===== src/source/tag_mem_pkg.sv =====
// tag memory controller package: widths, command bits, select codes and shared types
package tag_mem_pkg;

    localparam int WORD_W = 16;
    localparam int ADDR_W = 6;
    localparam int PTR_W  = 8;
    localparam int CMD_W  = 14;

    // one-hot positions in rx_cmd
    localparam int CMD_BIT_SELECT = 4;
    localparam int CMD_BIT_READ   = 7;
    localparam int CMD_BIT_WRITE  = 8;

    localparam logic [1:0] BANK_EPC = 2'd1;

    localparam logic [2:0] SEL_EPC     = 3'd1;
    localparam logic [2:0] SEL_SENSOR1 = 3'd2;
    localparam logic [2:0] SEL_SENSOR2 = 3'd4;

    localparam logic [ADDR_W-1:0] CODE_WORD_PTR = 6'd3; // word compared by select

    localparam logic [2:0] SENSOR1_CODE = 3'd1;
    localparam logic [2:0] SENSOR2_CODE = 3'd2;

    localparam int TX_DONE_HOLD = 100;  // clk cycles
    localparam int HOLD_CNT_W   = $clog2(TX_DONE_HOLD);

    typedef enum logic [2:0] {
        ACC_NONE,
        ACC_EPC_WRITE,
        ACC_SENSOR1_WRITE,
        ACC_SENSOR2_WRITE,
        ACC_EPC_READ
    } access_kind_t;

    typedef struct packed {
        logic [7:0] time_stamp;
        logic [7:0] sample;
    } sensor_sample_t;

    // a stored word is an EPC word or a logged sample
    typedef union packed {
        logic [WORD_W-1:0] epc;
        sensor_sample_t    sensor;
    } mem_word_u;

    typedef struct packed {
        logic              pc_b;
        logic              we;
        logic              se;
        logic [2:0]        sel;
        logic [ADDR_W-1:0] address;
        mem_word_u         data;
    } mem_bus_t;

    typedef struct packed {
        logic [2:0]        target;
        logic [2:0]        action;
        logic [WORD_W-1:0] mask;
    } select_req_t;

    typedef struct packed {
        logic [PTR_W-1:0] ptr;
        logic [PTR_W-1:0] words;
    } read_range_t;

endpackage

===== src/source/tag_mem_top.sv =====
// RFID tag memory controller top: select flags, arbiter, access sequencer and serializer
`timescale 1ns/1ps

module tag_mem_top (
    input  logic                            clk,
    input  logic                            factory_reset,
    input  logic                            soft_reset,
    input  logic [tag_mem_pkg::CMD_W-1:0]   rx_cmd,
    input  logic                            packetcomplete,
    input  tag_mem_pkg::select_req_t        sel_req,
    input  logic [1:0]                      bank,
    input  tag_mem_pkg::read_range_t        rd_range,
    input  logic [tag_mem_pkg::WORD_W-1:0]  epc_data_in,
    input  logic                            epc_data_ready,
    input  logic [7:0]                      adc_data,
    input  logic [7:0]                      sensor_time_stamp,
    input  logic [2:0]                      sensor_code,
    input  logic                            adc_data_ready,
    input  logic [tag_mem_pkg::WORD_W-1:0]  mem_read_in,
    input  logic                            data_clk,
    input  logic                            tx_enable,
    output tag_mem_pkg::mem_bus_t           mem_bus,
    output logic                            tx_bit,
    output logic                            tx_data_done,
    output logic                            sl_flag,
    output logic                            inven_flag,
    output logic [1:0]                      session
);
    import tag_mem_pkg::*;

    access_kind_t      access_kind;
    logic              access_start;
    logic              select_cmd;
    logic              read_armed;
    logic              busy;
    logic              word_valid;
    logic              words_done;
    logic              next_word;
    logic [WORD_W-1:0] tx_word;

    select_flags u_select_flags (
        .clk(clk), .factory_reset(factory_reset), .soft_reset(soft_reset),
        .packetcomplete(packetcomplete), .select_cmd(select_cmd), .bank(bank),
        .sel_req(sel_req), .mem_bus(mem_bus),
        .sl_flag(sl_flag), .inven_flag(inven_flag), .session(session)
    );

    cmd_arbiter u_cmd_arbiter (
        .clk(clk), .factory_reset(factory_reset), .soft_reset(soft_reset),
        .rx_cmd(rx_cmd), .packetcomplete(packetcomplete), .bank(bank),
        .tx_enable(tx_enable), .epc_data_ready(epc_data_ready),
        .adc_data_ready(adc_data_ready), .sensor_code(sensor_code), .busy(busy),
        .access_kind(access_kind), .access_start(access_start),
        .select_cmd(select_cmd), .read_armed(read_armed)
    );

    mem_access_seq u_mem_access_seq (
        .clk(clk), .factory_reset(factory_reset), .soft_reset(soft_reset),
        .access_kind(access_kind), .access_start(access_start), .rd_range(rd_range),
        .epc_data_in(epc_data_in), .adc_data(adc_data),
        .sensor_time_stamp(sensor_time_stamp), .mem_read_in(mem_read_in),
        .next_word(next_word), .mem_bus(mem_bus), .busy(busy),
        .word_valid(word_valid), .tx_word(tx_word), .words_done(words_done)
    );

    tx_serializer u_tx_serializer (
        .clk(clk), .factory_reset(factory_reset), .soft_reset(soft_reset),
        .data_clk(data_clk), .tx_enable(tx_enable), .read_armed(read_armed),
        .word_valid(word_valid), .tx_word(tx_word), .words_done(words_done),
        .next_word(next_word), .tx_bit(tx_bit), .tx_data_done(tx_data_done)
    );

endmodule


===== src/source/tx_serializer.sv =====
// serial transmitter: shifts fetched words out MSB first on data_clk rises, then holds done
`timescale 1ns/1ps

module tx_serializer (
    input  logic                            clk,
    input  logic                            factory_reset,
    input  logic                            soft_reset,
    input  logic                            data_clk,
    input  logic                            tx_enable,
    input  logic                            read_armed,
    input  logic                            word_valid,
    input  logic [tag_mem_pkg::WORD_W-1:0]  tx_word,
    input  logic                            words_done,
    output logic                            next_word,
    output logic                            tx_bit,
    output logic                            tx_data_done
);
    import tag_mem_pkg::*;

    logic [2:0]            dclk_sr;
    logic                  dclk_rise;
    logic                  tx_en_q;
    logic                  start_req;
    logic                  shifting;
    logic                  have_word;
    logic                  last_bit;
    logic [3:0]            bit_cnt;
    logic [WORD_W-1:0]     shift_reg;
    logic [WORD_W-1:0]     hold_reg;
    logic [WORD_W-1:0]     cur_word;
    logic [HOLD_CNT_W-1:0] hold_cnt;

    assign dclk_rise = dclk_sr[1] & ~dclk_sr[2];
    assign start_req = tx_enable & ~tx_en_q & read_armed;
    assign cur_word  = shifting ? shift_reg : hold_reg;
    assign last_bit  = (bit_cnt == 4'd15);

    always_ff @(posedge clk) begin
        if (word_valid) begin
            hold_reg <= tx_word;
        end
        if (dclk_rise && (shifting || have_word)) begin
            shift_reg <= {cur_word[WORD_W-2:0], 1'b0};
        end
    end

    always_ff @(posedge clk) begin
        if (factory_reset || soft_reset) begin
            dclk_sr      <= '0;
            tx_en_q      <= 1'b0;
            shifting     <= 1'b0;
            have_word    <= 1'b0;
            bit_cnt      <= '0;
            next_word    <= 1'b0;
            tx_bit       <= 1'b0;
            tx_data_done <= 1'b0;
            hold_cnt     <= '0;
        end else begin
            dclk_sr   <= {dclk_sr[1:0], data_clk};  // two-stage sync plus edge tap
            tx_en_q   <= tx_enable;
            next_word <= start_req;
            if (word_valid) begin
                have_word <= 1'b1;
            end
            if (tx_data_done) begin
                hold_cnt <= hold_cnt + 1'b1;
                if (hold_cnt == HOLD_CNT_W'(TX_DONE_HOLD - 1)) begin
                    tx_data_done <= 1'b0;
                    tx_bit       <= 1'b0;
                end
            end
            if (!tx_enable) begin
                shifting  <= 1'b0;
                have_word <= 1'b0;
                bit_cnt   <= '0;
            end else if (dclk_rise && (shifting || have_word)) begin
                tx_bit   <= cur_word[WORD_W-1];
                bit_cnt  <= bit_cnt + 1'b1;  // wraps to 0 for the next word
                shifting <= ~last_bit;
                if (!shifting) begin
                    have_word <= 1'b0;
                end
                if (last_bit && words_done) begin
                    tx_data_done <= 1'b1;
                    hold_cnt     <= '0;
                end else if (last_bit) begin
                    next_word <= 1'b1;
                end
            end
        end
    end

endmodule


===== src/source/mem_access_seq.sv =====
// memory access sequencer: precharge/enable/capture/release cycles, write pointers, read fetch
`timescale 1ns/1ps

module mem_access_seq (
    input  logic                            clk,
    input  logic                            factory_reset,
    input  logic                            soft_reset,
    input  tag_mem_pkg::access_kind_t       access_kind,
    input  logic                            access_start,
    input  tag_mem_pkg::read_range_t        rd_range,
    input  logic [tag_mem_pkg::WORD_W-1:0]  epc_data_in,
    input  logic [7:0]                      adc_data,
    input  logic [7:0]                      sensor_time_stamp,
    input  logic [tag_mem_pkg::WORD_W-1:0]  mem_read_in,
    input  logic                            next_word,
    output tag_mem_pkg::mem_bus_t           mem_bus,
    output logic                            busy,
    output logic                            word_valid,
    output logic [tag_mem_pkg::WORD_W-1:0]  tx_word,
    output logic                            words_done
);
    import tag_mem_pkg::*;

    typedef enum logic [2:0] {ST_IDLE, ST_PRE, ST_EN, ST_CAP, ST_REL} seq_state_t;

    seq_state_t        state;
    access_kind_t      cur_kind;
    logic [ADDR_W-1:0] epc_ptr;
    logic [ADDR_W-1:0] s1_ptr;
    logic [ADDR_W-1:0] s2_ptr;
    logic [PTR_W-1:0]  rd_addr;
    logic [PTR_W-1:0]  rd_bottom;
    logic              read_pend;
    logic              wr_go;
    logic              ld_go;
    logic              rd_go;
    logic [2:0]        nxt_sel;
    logic [ADDR_W-1:0] nxt_addr;
    mem_word_u         wr_word;

    assign wr_go = (state == ST_IDLE) && access_start &&
                   (access_kind inside {ACC_EPC_WRITE, ACC_SENSOR1_WRITE, ACC_SENSOR2_WRITE});
    assign ld_go = (state == ST_IDLE) && access_start && (access_kind == ACC_EPC_READ);
    assign rd_go = (state == ST_IDLE) && !access_start && (next_word || read_pend);
    // a fetch about to launch also holds off the arbiter
    assign busy  = (state == ST_PRE) || (state == ST_EN) || (state == ST_CAP) || rd_go;

    always_comb begin
        nxt_sel  = SEL_EPC;
        nxt_addr = rd_addr[ADDR_W-1:0];
        if (wr_go) begin
            case (access_kind)
                ACC_SENSOR1_WRITE: begin
                    nxt_sel  = SEL_SENSOR1;
                    nxt_addr = s1_ptr;
                end
                ACC_SENSOR2_WRITE: begin
                    nxt_sel  = SEL_SENSOR2;
                    nxt_addr = s2_ptr;
                end
                default: nxt_addr = epc_ptr;
            endcase
        end
    end

    always_comb begin
        wr_word.epc = epc_data_in;
        if (cur_kind != ACC_EPC_WRITE) begin
            wr_word.sensor.time_stamp = sensor_time_stamp;
            wr_word.sensor.sample     = adc_data;
        end
    end

    always_ff @(posedge clk) begin
        if (factory_reset || soft_reset) begin
            state        <= ST_IDLE;
            cur_kind     <= ACC_NONE;
            mem_bus.pc_b <= 1'b1;
            mem_bus.we   <= 1'b0;
            mem_bus.se   <= 1'b0;
            read_pend    <= 1'b0;
            word_valid   <= 1'b0;
            words_done   <= 1'b0;
            if (factory_reset) begin
                epc_ptr <= '0;
                s1_ptr  <= '0;
                s2_ptr  <= '0;
            end
        end else begin
            word_valid <= 1'b0;
            read_pend  <= (read_pend || next_word) && !rd_go;
            case (state)
                ST_IDLE: begin
                    if (ld_go) begin
                        rd_addr    <= rd_range.ptr + rd_range.words - 1'b1; // top word first
                        rd_bottom  <= rd_range.ptr;
                        words_done <= 1'b0;
                    end
                    if (wr_go || rd_go) begin
                        cur_kind        <= wr_go ? access_kind : ACC_EPC_READ;
                        mem_bus.pc_b    <= 1'b0;
                        mem_bus.sel     <= nxt_sel;
                        mem_bus.address <= nxt_addr;
                        state           <= ST_PRE;
                    end
                end
                ST_PRE: begin
                    mem_bus.pc_b <= 1'b1;
                    mem_bus.data <= wr_word;
                    mem_bus.se   <= (cur_kind == ACC_EPC_READ);
                    mem_bus.we   <= (cur_kind != ACC_EPC_READ);
                    state        <= ST_EN;
                end
                ST_EN: begin
                    mem_bus.we <= 1'b0;
                    case (cur_kind)
                        ACC_EPC_WRITE:     epc_ptr <= epc_ptr + 1'b1;
                        ACC_SENSOR1_WRITE: s1_ptr  <= s1_ptr + 1'b1;
                        ACC_SENSOR2_WRITE: s2_ptr  <= s2_ptr + 1'b1;
                        default: begin
                            tx_word    <= mem_read_in;
                            word_valid <= 1'b1;
                            words_done <= (rd_addr == rd_bottom);  // bottom reached
                            rd_addr    <= rd_addr - 1'b1;
                        end
                    endcase
                    state <= ST_CAP;
                end
                ST_CAP: begin
                    mem_bus.se <= 1'b0;
                    state      <= ST_REL;
                end
                default: state <= ST_IDLE;
            endcase
        end
    end

endmodule


===== src/source/cmd_arbiter.sv =====
// command arbiter: holds the current command and issues one memory access per request
`timescale 1ns/1ps

module cmd_arbiter (
    input  logic                           clk,
    input  logic                           factory_reset,
    input  logic                           soft_reset,
    input  logic [tag_mem_pkg::CMD_W-1:0]  rx_cmd,
    input  logic                           packetcomplete,
    input  logic [1:0]                     bank,
    input  logic                           tx_enable,
    input  logic                           epc_data_ready,
    input  logic                           adc_data_ready,
    input  logic [2:0]                     sensor_code,
    input  logic                           busy,
    output tag_mem_pkg::access_kind_t      access_kind,
    output logic                           access_start,
    output logic                           select_cmd,
    output logic                           read_armed
);
    import tag_mem_pkg::*;

    logic         cmd_write;
    logic         tx_en_q;
    logic         epc_ready_q;
    logic         adc_ready_q;
    logic         tx_fall;
    logic         read_pkt;
    logic         epc_rise;
    logic         adc_rise;
    logic         free;
    logic         sens_pend;
    logic         epc_pend;
    logic         rd_pend;
    logic         sens_req;
    logic         epc_req;
    logic         rd_req;
    access_kind_t sens_kind;
    access_kind_t adc_kind;

    assign select_cmd = rx_cmd[CMD_BIT_SELECT];
    assign tx_fall    = tx_en_q & ~tx_enable;
    assign read_pkt   = packetcomplete & rx_cmd[CMD_BIT_READ] & (bank == BANK_EPC);
    assign epc_rise   = epc_data_ready & ~epc_ready_q & cmd_write & (bank == BANK_EPC);
    assign adc_rise   = adc_data_ready & ~adc_ready_q &
                        (sensor_code == SENSOR1_CODE || sensor_code == SENSOR2_CODE);
    assign adc_kind   = (sensor_code == SENSOR1_CODE) ? ACC_SENSOR1_WRITE : ACC_SENSOR2_WRITE;
    assign sens_req   = sens_pend | adc_rise;
    assign epc_req    = epc_pend | epc_rise;
    assign rd_req     = rd_pend | read_pkt;
    assign free       = ~busy & ~access_start;

    always_ff @(posedge clk) begin
        if (factory_reset || soft_reset) begin
            cmd_write    <= 1'b0;
            read_armed   <= 1'b0;
            tx_en_q      <= 1'b0;
            epc_ready_q  <= 1'b0;
            adc_ready_q  <= 1'b0;
            sens_pend    <= 1'b0;
            epc_pend     <= 1'b0;
            rd_pend      <= 1'b0;
            sens_kind    <= ACC_NONE;
            access_kind  <= ACC_NONE;
            access_start <= 1'b0;
        end else begin
            tx_en_q     <= tx_enable;
            epc_ready_q <= epc_data_ready;
            adc_ready_q <= adc_data_ready;
            // held until tx_enable drops
            if (rx_cmd[CMD_BIT_WRITE]) begin
                cmd_write <= 1'b1;
            end else if (rx_cmd[CMD_BIT_READ] || tx_fall) begin
                cmd_write <= 1'b0;
            end
            if (read_pkt) begin
                read_armed <= 1'b1;
            end else if (tx_fall) begin
                read_armed <= 1'b0;
            end
            if (adc_rise && !sens_pend) begin
                sens_kind <= adc_kind;
            end
            access_start <= 1'b0;
            access_kind  <= ACC_NONE;
            sens_pend    <= sens_req;
            epc_pend     <= epc_req;
            rd_pend      <= rd_req;
            // sensor first, then EPC write, then read range load
            if (free && sens_req) begin
                access_start <= 1'b1;
                access_kind  <= sens_pend ? sens_kind : adc_kind;
                sens_pend    <= 1'b0;
            end else if (free && epc_req) begin
                access_start <= 1'b1;
                access_kind  <= ACC_EPC_WRITE;
                epc_pend     <= 1'b0;
            end else if (free && rd_req) begin
                access_start <= 1'b1;
                access_kind  <= ACC_EPC_READ;
                rd_pend      <= 1'b0;
            end
        end
    end

endmodule


===== src/source/select_flags.sv =====
// select command handler: keeps the code word and updates session, inventoried and SL flags
`timescale 1ns/1ps

module select_flags (
    input  logic                      clk,
    input  logic                      factory_reset,
    input  logic                      soft_reset,
    input  logic                      packetcomplete,
    input  logic                      select_cmd,
    input  logic [1:0]                bank,
    input  tag_mem_pkg::select_req_t  sel_req,
    input  tag_mem_pkg::mem_bus_t     mem_bus,
    output logic                      sl_flag,
    output logic                      inven_flag,
    output logic [1:0]                session
);
    import tag_mem_pkg::*;

    typedef enum logic [1:0] {OP_KEEP, OP_SET, OP_CLR, OP_TOG} flag_op_t;

    logic [WORD_W-1:0] code_word;
    logic              match;
    logic              sel_go;
    flag_op_t          op;

    function automatic logic apply_op(flag_op_t f, logic cur);
        case (f)
            OP_SET:  return 1'b1;
            OP_CLR:  return 1'b0;
            OP_TOG:  return ~cur;
            default: return cur;
        endcase
    endfunction

    assign match  = (sel_req.mask == code_word);
    assign sel_go = packetcomplete && select_cmd && (bank == BANK_EPC);

    // action table, match and mismatch columns
    always_comb begin
        op = OP_KEEP;
        if (match) begin
            case (sel_req.action)
                3'd0, 3'd1: op = OP_SET;
                3'd3:       op = OP_TOG;
                3'd4, 3'd5: op = OP_CLR;
                default:    op = OP_KEEP;
            endcase
        end else begin
            case (sel_req.action)
                3'd0, 3'd2: op = OP_CLR;
                3'd4, 3'd6: op = OP_SET;
                3'd7:       op = OP_TOG;
                default:    op = OP_KEEP;
            endcase
        end
    end

    // snoop the EPC write to word 3
    always_ff @(posedge clk) begin
        if (factory_reset) begin
            code_word <= '0;
        end else if (mem_bus.we && mem_bus.sel == SEL_EPC && mem_bus.address == CODE_WORD_PTR) begin
            code_word <= mem_bus.data.epc;
        end
    end

    always_ff @(posedge clk) begin
        if (factory_reset || soft_reset) begin
            sl_flag    <= 1'b1;
            inven_flag <= 1'b1;
            session    <= 2'd0;
        end else if (sel_go) begin
            if (sel_req.target < 3'd4) begin
                session    <= sel_req.target[1:0];
                inven_flag <= apply_op(op, inven_flag);
            end else if (sel_req.target == 3'd4) begin
                sl_flag <= apply_op(op, sl_flag);  // SL target
            end
        end
    end

endmodule


===== config.mk =====
export PLATFORM = sky130hd
export DESIGN_NAME = tag_mem_top
export DESIGN_NICKNAME = d
export VERILOG_FILES = /design/src/source/tag_mem_pkg.sv /design/src/source/tag_mem_top.sv /design/src/source/tx_serializer.sv /design/src/source/mem_access_seq.sv /design/src/source/cmd_arbiter.sv /design/src/source/select_flags.sv
export SDC_FILE = /design/constraint.sdc
export NUM_CORES = 1
export LEC_CHECK = 0
export BUFFER_PORTS_ARGS = -buffer_cell sky130_fd_sc_hd__buf_2
export CAP_MARGIN = 5
export CORE_MARGIN = 5
export CORE_UTILIZATION = 59
export DETAILED_ROUTE_END_ITERATION = 10
export GPL_ROUTABILITY_DRIVEN = 0
export PLACE_DENSITY = 0.81
export SLEW_MARGIN = 10
export SYNTH_ARGS = -nofsm -noshare
export SYNTH_HDL_FRONTEND = slang
export SYNTH_SLANG_ARGS = --single-unit

===== constraint.sdc =====
create_clock -name clk -period 5.1 [get_ports clk]
set_clock_uncertainty 0.2 [all_clocks]
set_input_delay 1.02 -clock clk [delete_from_list [all_inputs] [get_ports clk]]
set_output_delay 1.02 -clock clk [all_outputs]
set_load 0.01 [all_outputs]

==> impl_metrics.env <==
export IMPL_maxCapViolCount=0
export IMPL_crit_type="primary input to flop"
export IMPL_first_pass_iters=4
export IMPL_grt_busiest_layer="met2"
export IMPL_drive_gt1_share_pct=26.7
export IMPL_max_freq_mhz=318
export IMPL_ys_seq_elements=171
export IMPL_grt_first_pass_wirelength_um=24200
export IMPL_coreArea_um2=12500
export IMPL_cts_tree="yes"
export IMPL_tns_ns=0
export IMPL_fin_ws_ns=1.95
export IMPL_viasPerCell=5.39
export IMPL_postCtsSetupBuffers=0
export IMPL_synth_distinct_cells=48
export IMPL_max_stage_delay_ns=1.04
export IMPL_fillers=943
export IMPL_worstPathArrival_ns=2.98
export IMPL_r2r_start="u_mem_access_seq.state[2]"
export IMPL_endpoint_kind="flop"
export IMPL_clk_latency_ns=0.42
export IMPL_clock_sinks=171
export IMPL_p_per_area_nw_per_um2=317
export IMPL_ctsHoldBuffers=0
export IMPL_post_route_cell_area_um2=8850
export IMPL_slew_headroom_pct=22.5
export IMPL_cp_max_fo=45
export IMPL_placed_area_um2=8320
export IMPL_slew_violations=0
export IMPL_syn_inst=637
export IMPL_grtUsageMet3_pct=5.58
export IMPL_use_met2_pct=35.3
export IMPL_die_y_um=123
export IMPL_synth_async_reset_ratio_pct=0
export IMPL_io_buffers=135
export IMPL_ant_nets=0
export IMPL_min_path_cells=0
export IMPL_row_count=41
export IMPL_met1_usage_pct=25.2
export IMPL_die_area_um2=15100
export IMPL_synth_ff_type="edfxtp_1"
export IMPL_hp_class="flop to flop"
export IMPL_drt_iter0_markers=405
export IMPL_routed_wl_um=15400
export IMPL_final_hold_viol_count=0
export IMPL_crit_slowest_cell="nor3_1"
export IMPL_die_width_um=123
export IMPL_yosysWarningCount=0
export IMPL_antenna_found_initial=0
export IMPL_total_power_mw=2.81
export IMPL_nNetsFinal=905
export IMPL_largest_register_ffs=28
export IMPL_cts_clk_slew_worst_paths_ns=0.06
export IMPL_path_cells="buf_2 -> or2_2 -> nor3_1"
export IMPL_area_delta_synth_final_pct=18.1
export IMPL_numCtsBuffers=17
export IMPL_seq_area_frac_synth_pct=59.8
export IMPL_hp_start="u_mem_access_seq.tx_word[11]"
export IMPL_synth_area_um2=7500
export IMPL_ctsHtreeMaxLevel=4
export IMPL_cts_resized=0
export IMPL_dr_total_vias=5153
export IMPL_tightest_slew_ns=1.16
export IMPL_grt_use_total_pct=20.7
export IMPL_ios=147
export IMPL_crit_required_ns=4.94
export IMPL_worstReg2RegEnd="u_mem_access_seq.mem_bus[18]"
export IMPL_setup_violations=0
export IMPL_vdd_drop_max_v=0.000168
export IMPL_antennaDiodeCount=0
export IMPL_p_leak_nw=3.57
export IMPL_start_util_pct=59.9
export IMPL_synth_edf_count=106
export IMPL_critPathTopFamily="simple AND/OR/NAND/NOR gates"
export IMPL_critPathBufInv=1
export IMPL_grt_max_degree=46
export IMPL_hpwl_um=11300
export IMPL_drcViolationCount=0
export IMPL_holdPathEnd="u_tx_serializer.hold_reg[11]"
export IMPL_worstSetupStartpointType="primary input"
export IMPL_syn_avg_cell_area_um2=11.8
export IMPL_holdWs_ns=0.219
export IMPL_grt_overflow=0
export IMPL_root_buffer="clkbuf_16"
export IMPL_grt_pass1_vias=5205
export IMPL_outcome="complete, no violations"
export IMPL_rsz0062_at_grt="false"
export IMPL_dp_slack_ns=1.49
export IMPL_routedWlPerCell_um=16.1
export IMPL_cts_max_path_buffers=2
export IMPL_largest_register="u_mem_access_seq.mem_bus"
export IMPL_r2r_slack_ns=2.38
export IMPL_fin_crit_ns=3.15
export IMPL_r2r_cells=5
export IMPL_period_share_pct=61.7
export IMPL_syn_nets=770
[power breakdown]
part | internal [mW] | switching [mW] | leakage, nW
combinational | 0.0814 | 0.0849 | 1.83
sequential | 1.48 | 0.0108 | 1.50
clock | 0.660 | 0.495 | 0.249
[worst register-to-register path: cells and delay by family (launching register included)]
family           cells  cell delay, ns
flip-flops           1            0.40
AND/OR/NAND/NOR      5            1.75
[metal layers]
layer | share of wire [%] | wire (um)
met3 | 7.4 | 1150
met2 | 50 | 7650
met1 | 41 | 6260
met4 | 2.2 | 332
met5 | 0 | 0
[worst max-delay path by stage]
| stage | startpoint | end | slack, ns | depth (start not counted) |
|---|---|---|---|---|
| 5_1_grt | factory_reset | u_mem_access_seq.rd_bottom[1] | 1.81 | 3 |
| 3_5_place_dp | factory_reset | u_mem_access_seq.rd_bottom[0] | 1.49 | 3 |
| 6_report | factory_reset | u_mem_access_seq.rd_bottom[0] | 1.95 | 3 |
| 4_1_cts | factory_reset | u_mem_access_seq.rd_bottom[0] | 1.94 | 3 |
| 2_1_floorplan | soft_reset | u_mem_access_seq.tx_word[0] | 1.61 | 4 |
| 3_3_place_gp | factory_reset | u_mem_access_seq.rd_bottom[0] | 1.56 | 3 |
[cell families (layout without fill, tap and decap cells)]
family | after synthesis | after routing | synth area share (%)
AO/OA/AOI/OAI | 63 | 63 | 5.22
XOR/XNOR | 60 | 60 | 7.01
adder cells (fa/ha/maj) | 20 | 20 | 3.44
buffers and inverters | 62 | 209 | 3.42
flip-flops | 171 | 171 | 59.8
multiplexers | 60 | 60 | 8.53
AND/OR/NAND/NOR | 201 | 201 | 12.6
[cell type report]
cell class | count | area, um^2 | area share, %
inverter | 39 | 146 | 1.65
clock inverter | 13 | 103 | 1.16
multi-input combinational | 404 | 2770 | 31.3
sequential | 171 | 4480 | 50.7
timing repair buffer | 139 | 706 | 7.97
tap | 172 | 215 | 2.43
clock buffer | 18 | 429 | 4.85
[per-stage QoR]
stage | std cells | utilization, %
after floorplan | 637 | -
after global placement | 925 | 66.5
after detailed placement | 925 | 66.5
after CTS | 956 | 70.7
after global routing | 956 | 70.7
final | 956 | 70.7
[synth_stat cells (all sizes together), types with 2 or more instances]
cell	number	share of area, %
edfxtp	106	42
nor2	83	4.2
dfxtp	65	17
nand2	42	2.1
inv	39	2.0
xor2	33	3.9
mux2	31	4.7
mux2i	29	3.9
xnor2	27	3.2
o21ai	21	1.4
a21oi	19	1.3
ha	19	3.2
nor3	15	1.1
buf	13	0.97
and2	12	1.0
nand3	12	0.80
clkbuf	10	0.50
nand4	8	0.67
nor4	8	0.67
a211oi	5	0.50
a21o	4	0.40
a31oi	4	0.33
nand2b	4	0.33
nor2b	4	0.33
a2111oi	2	0.40
a41o	2	0.27
and3	2	0.17
o21bai	2	0.20
or2	2	0.17
or3	2	0.17
[placed cells by master (no fill, tap or decap), drive strengths merged, types with 5 or more instances in the layout]
cell	count
a211oi	5
nand2	42
nand4	8
buf	139
and2	12
xor2	33
nor3	15
clkinv	6
mux2	31
inv	40
clkbuf	18
dfxtp	65
clkinvlp	5
mux2i	29
nor2	83
xnor2	27
o21ai	21
nor4	8
ha	19
edfxtp	106
nand3	12
a21oi	19
Power figures use the tool's default switching activity.
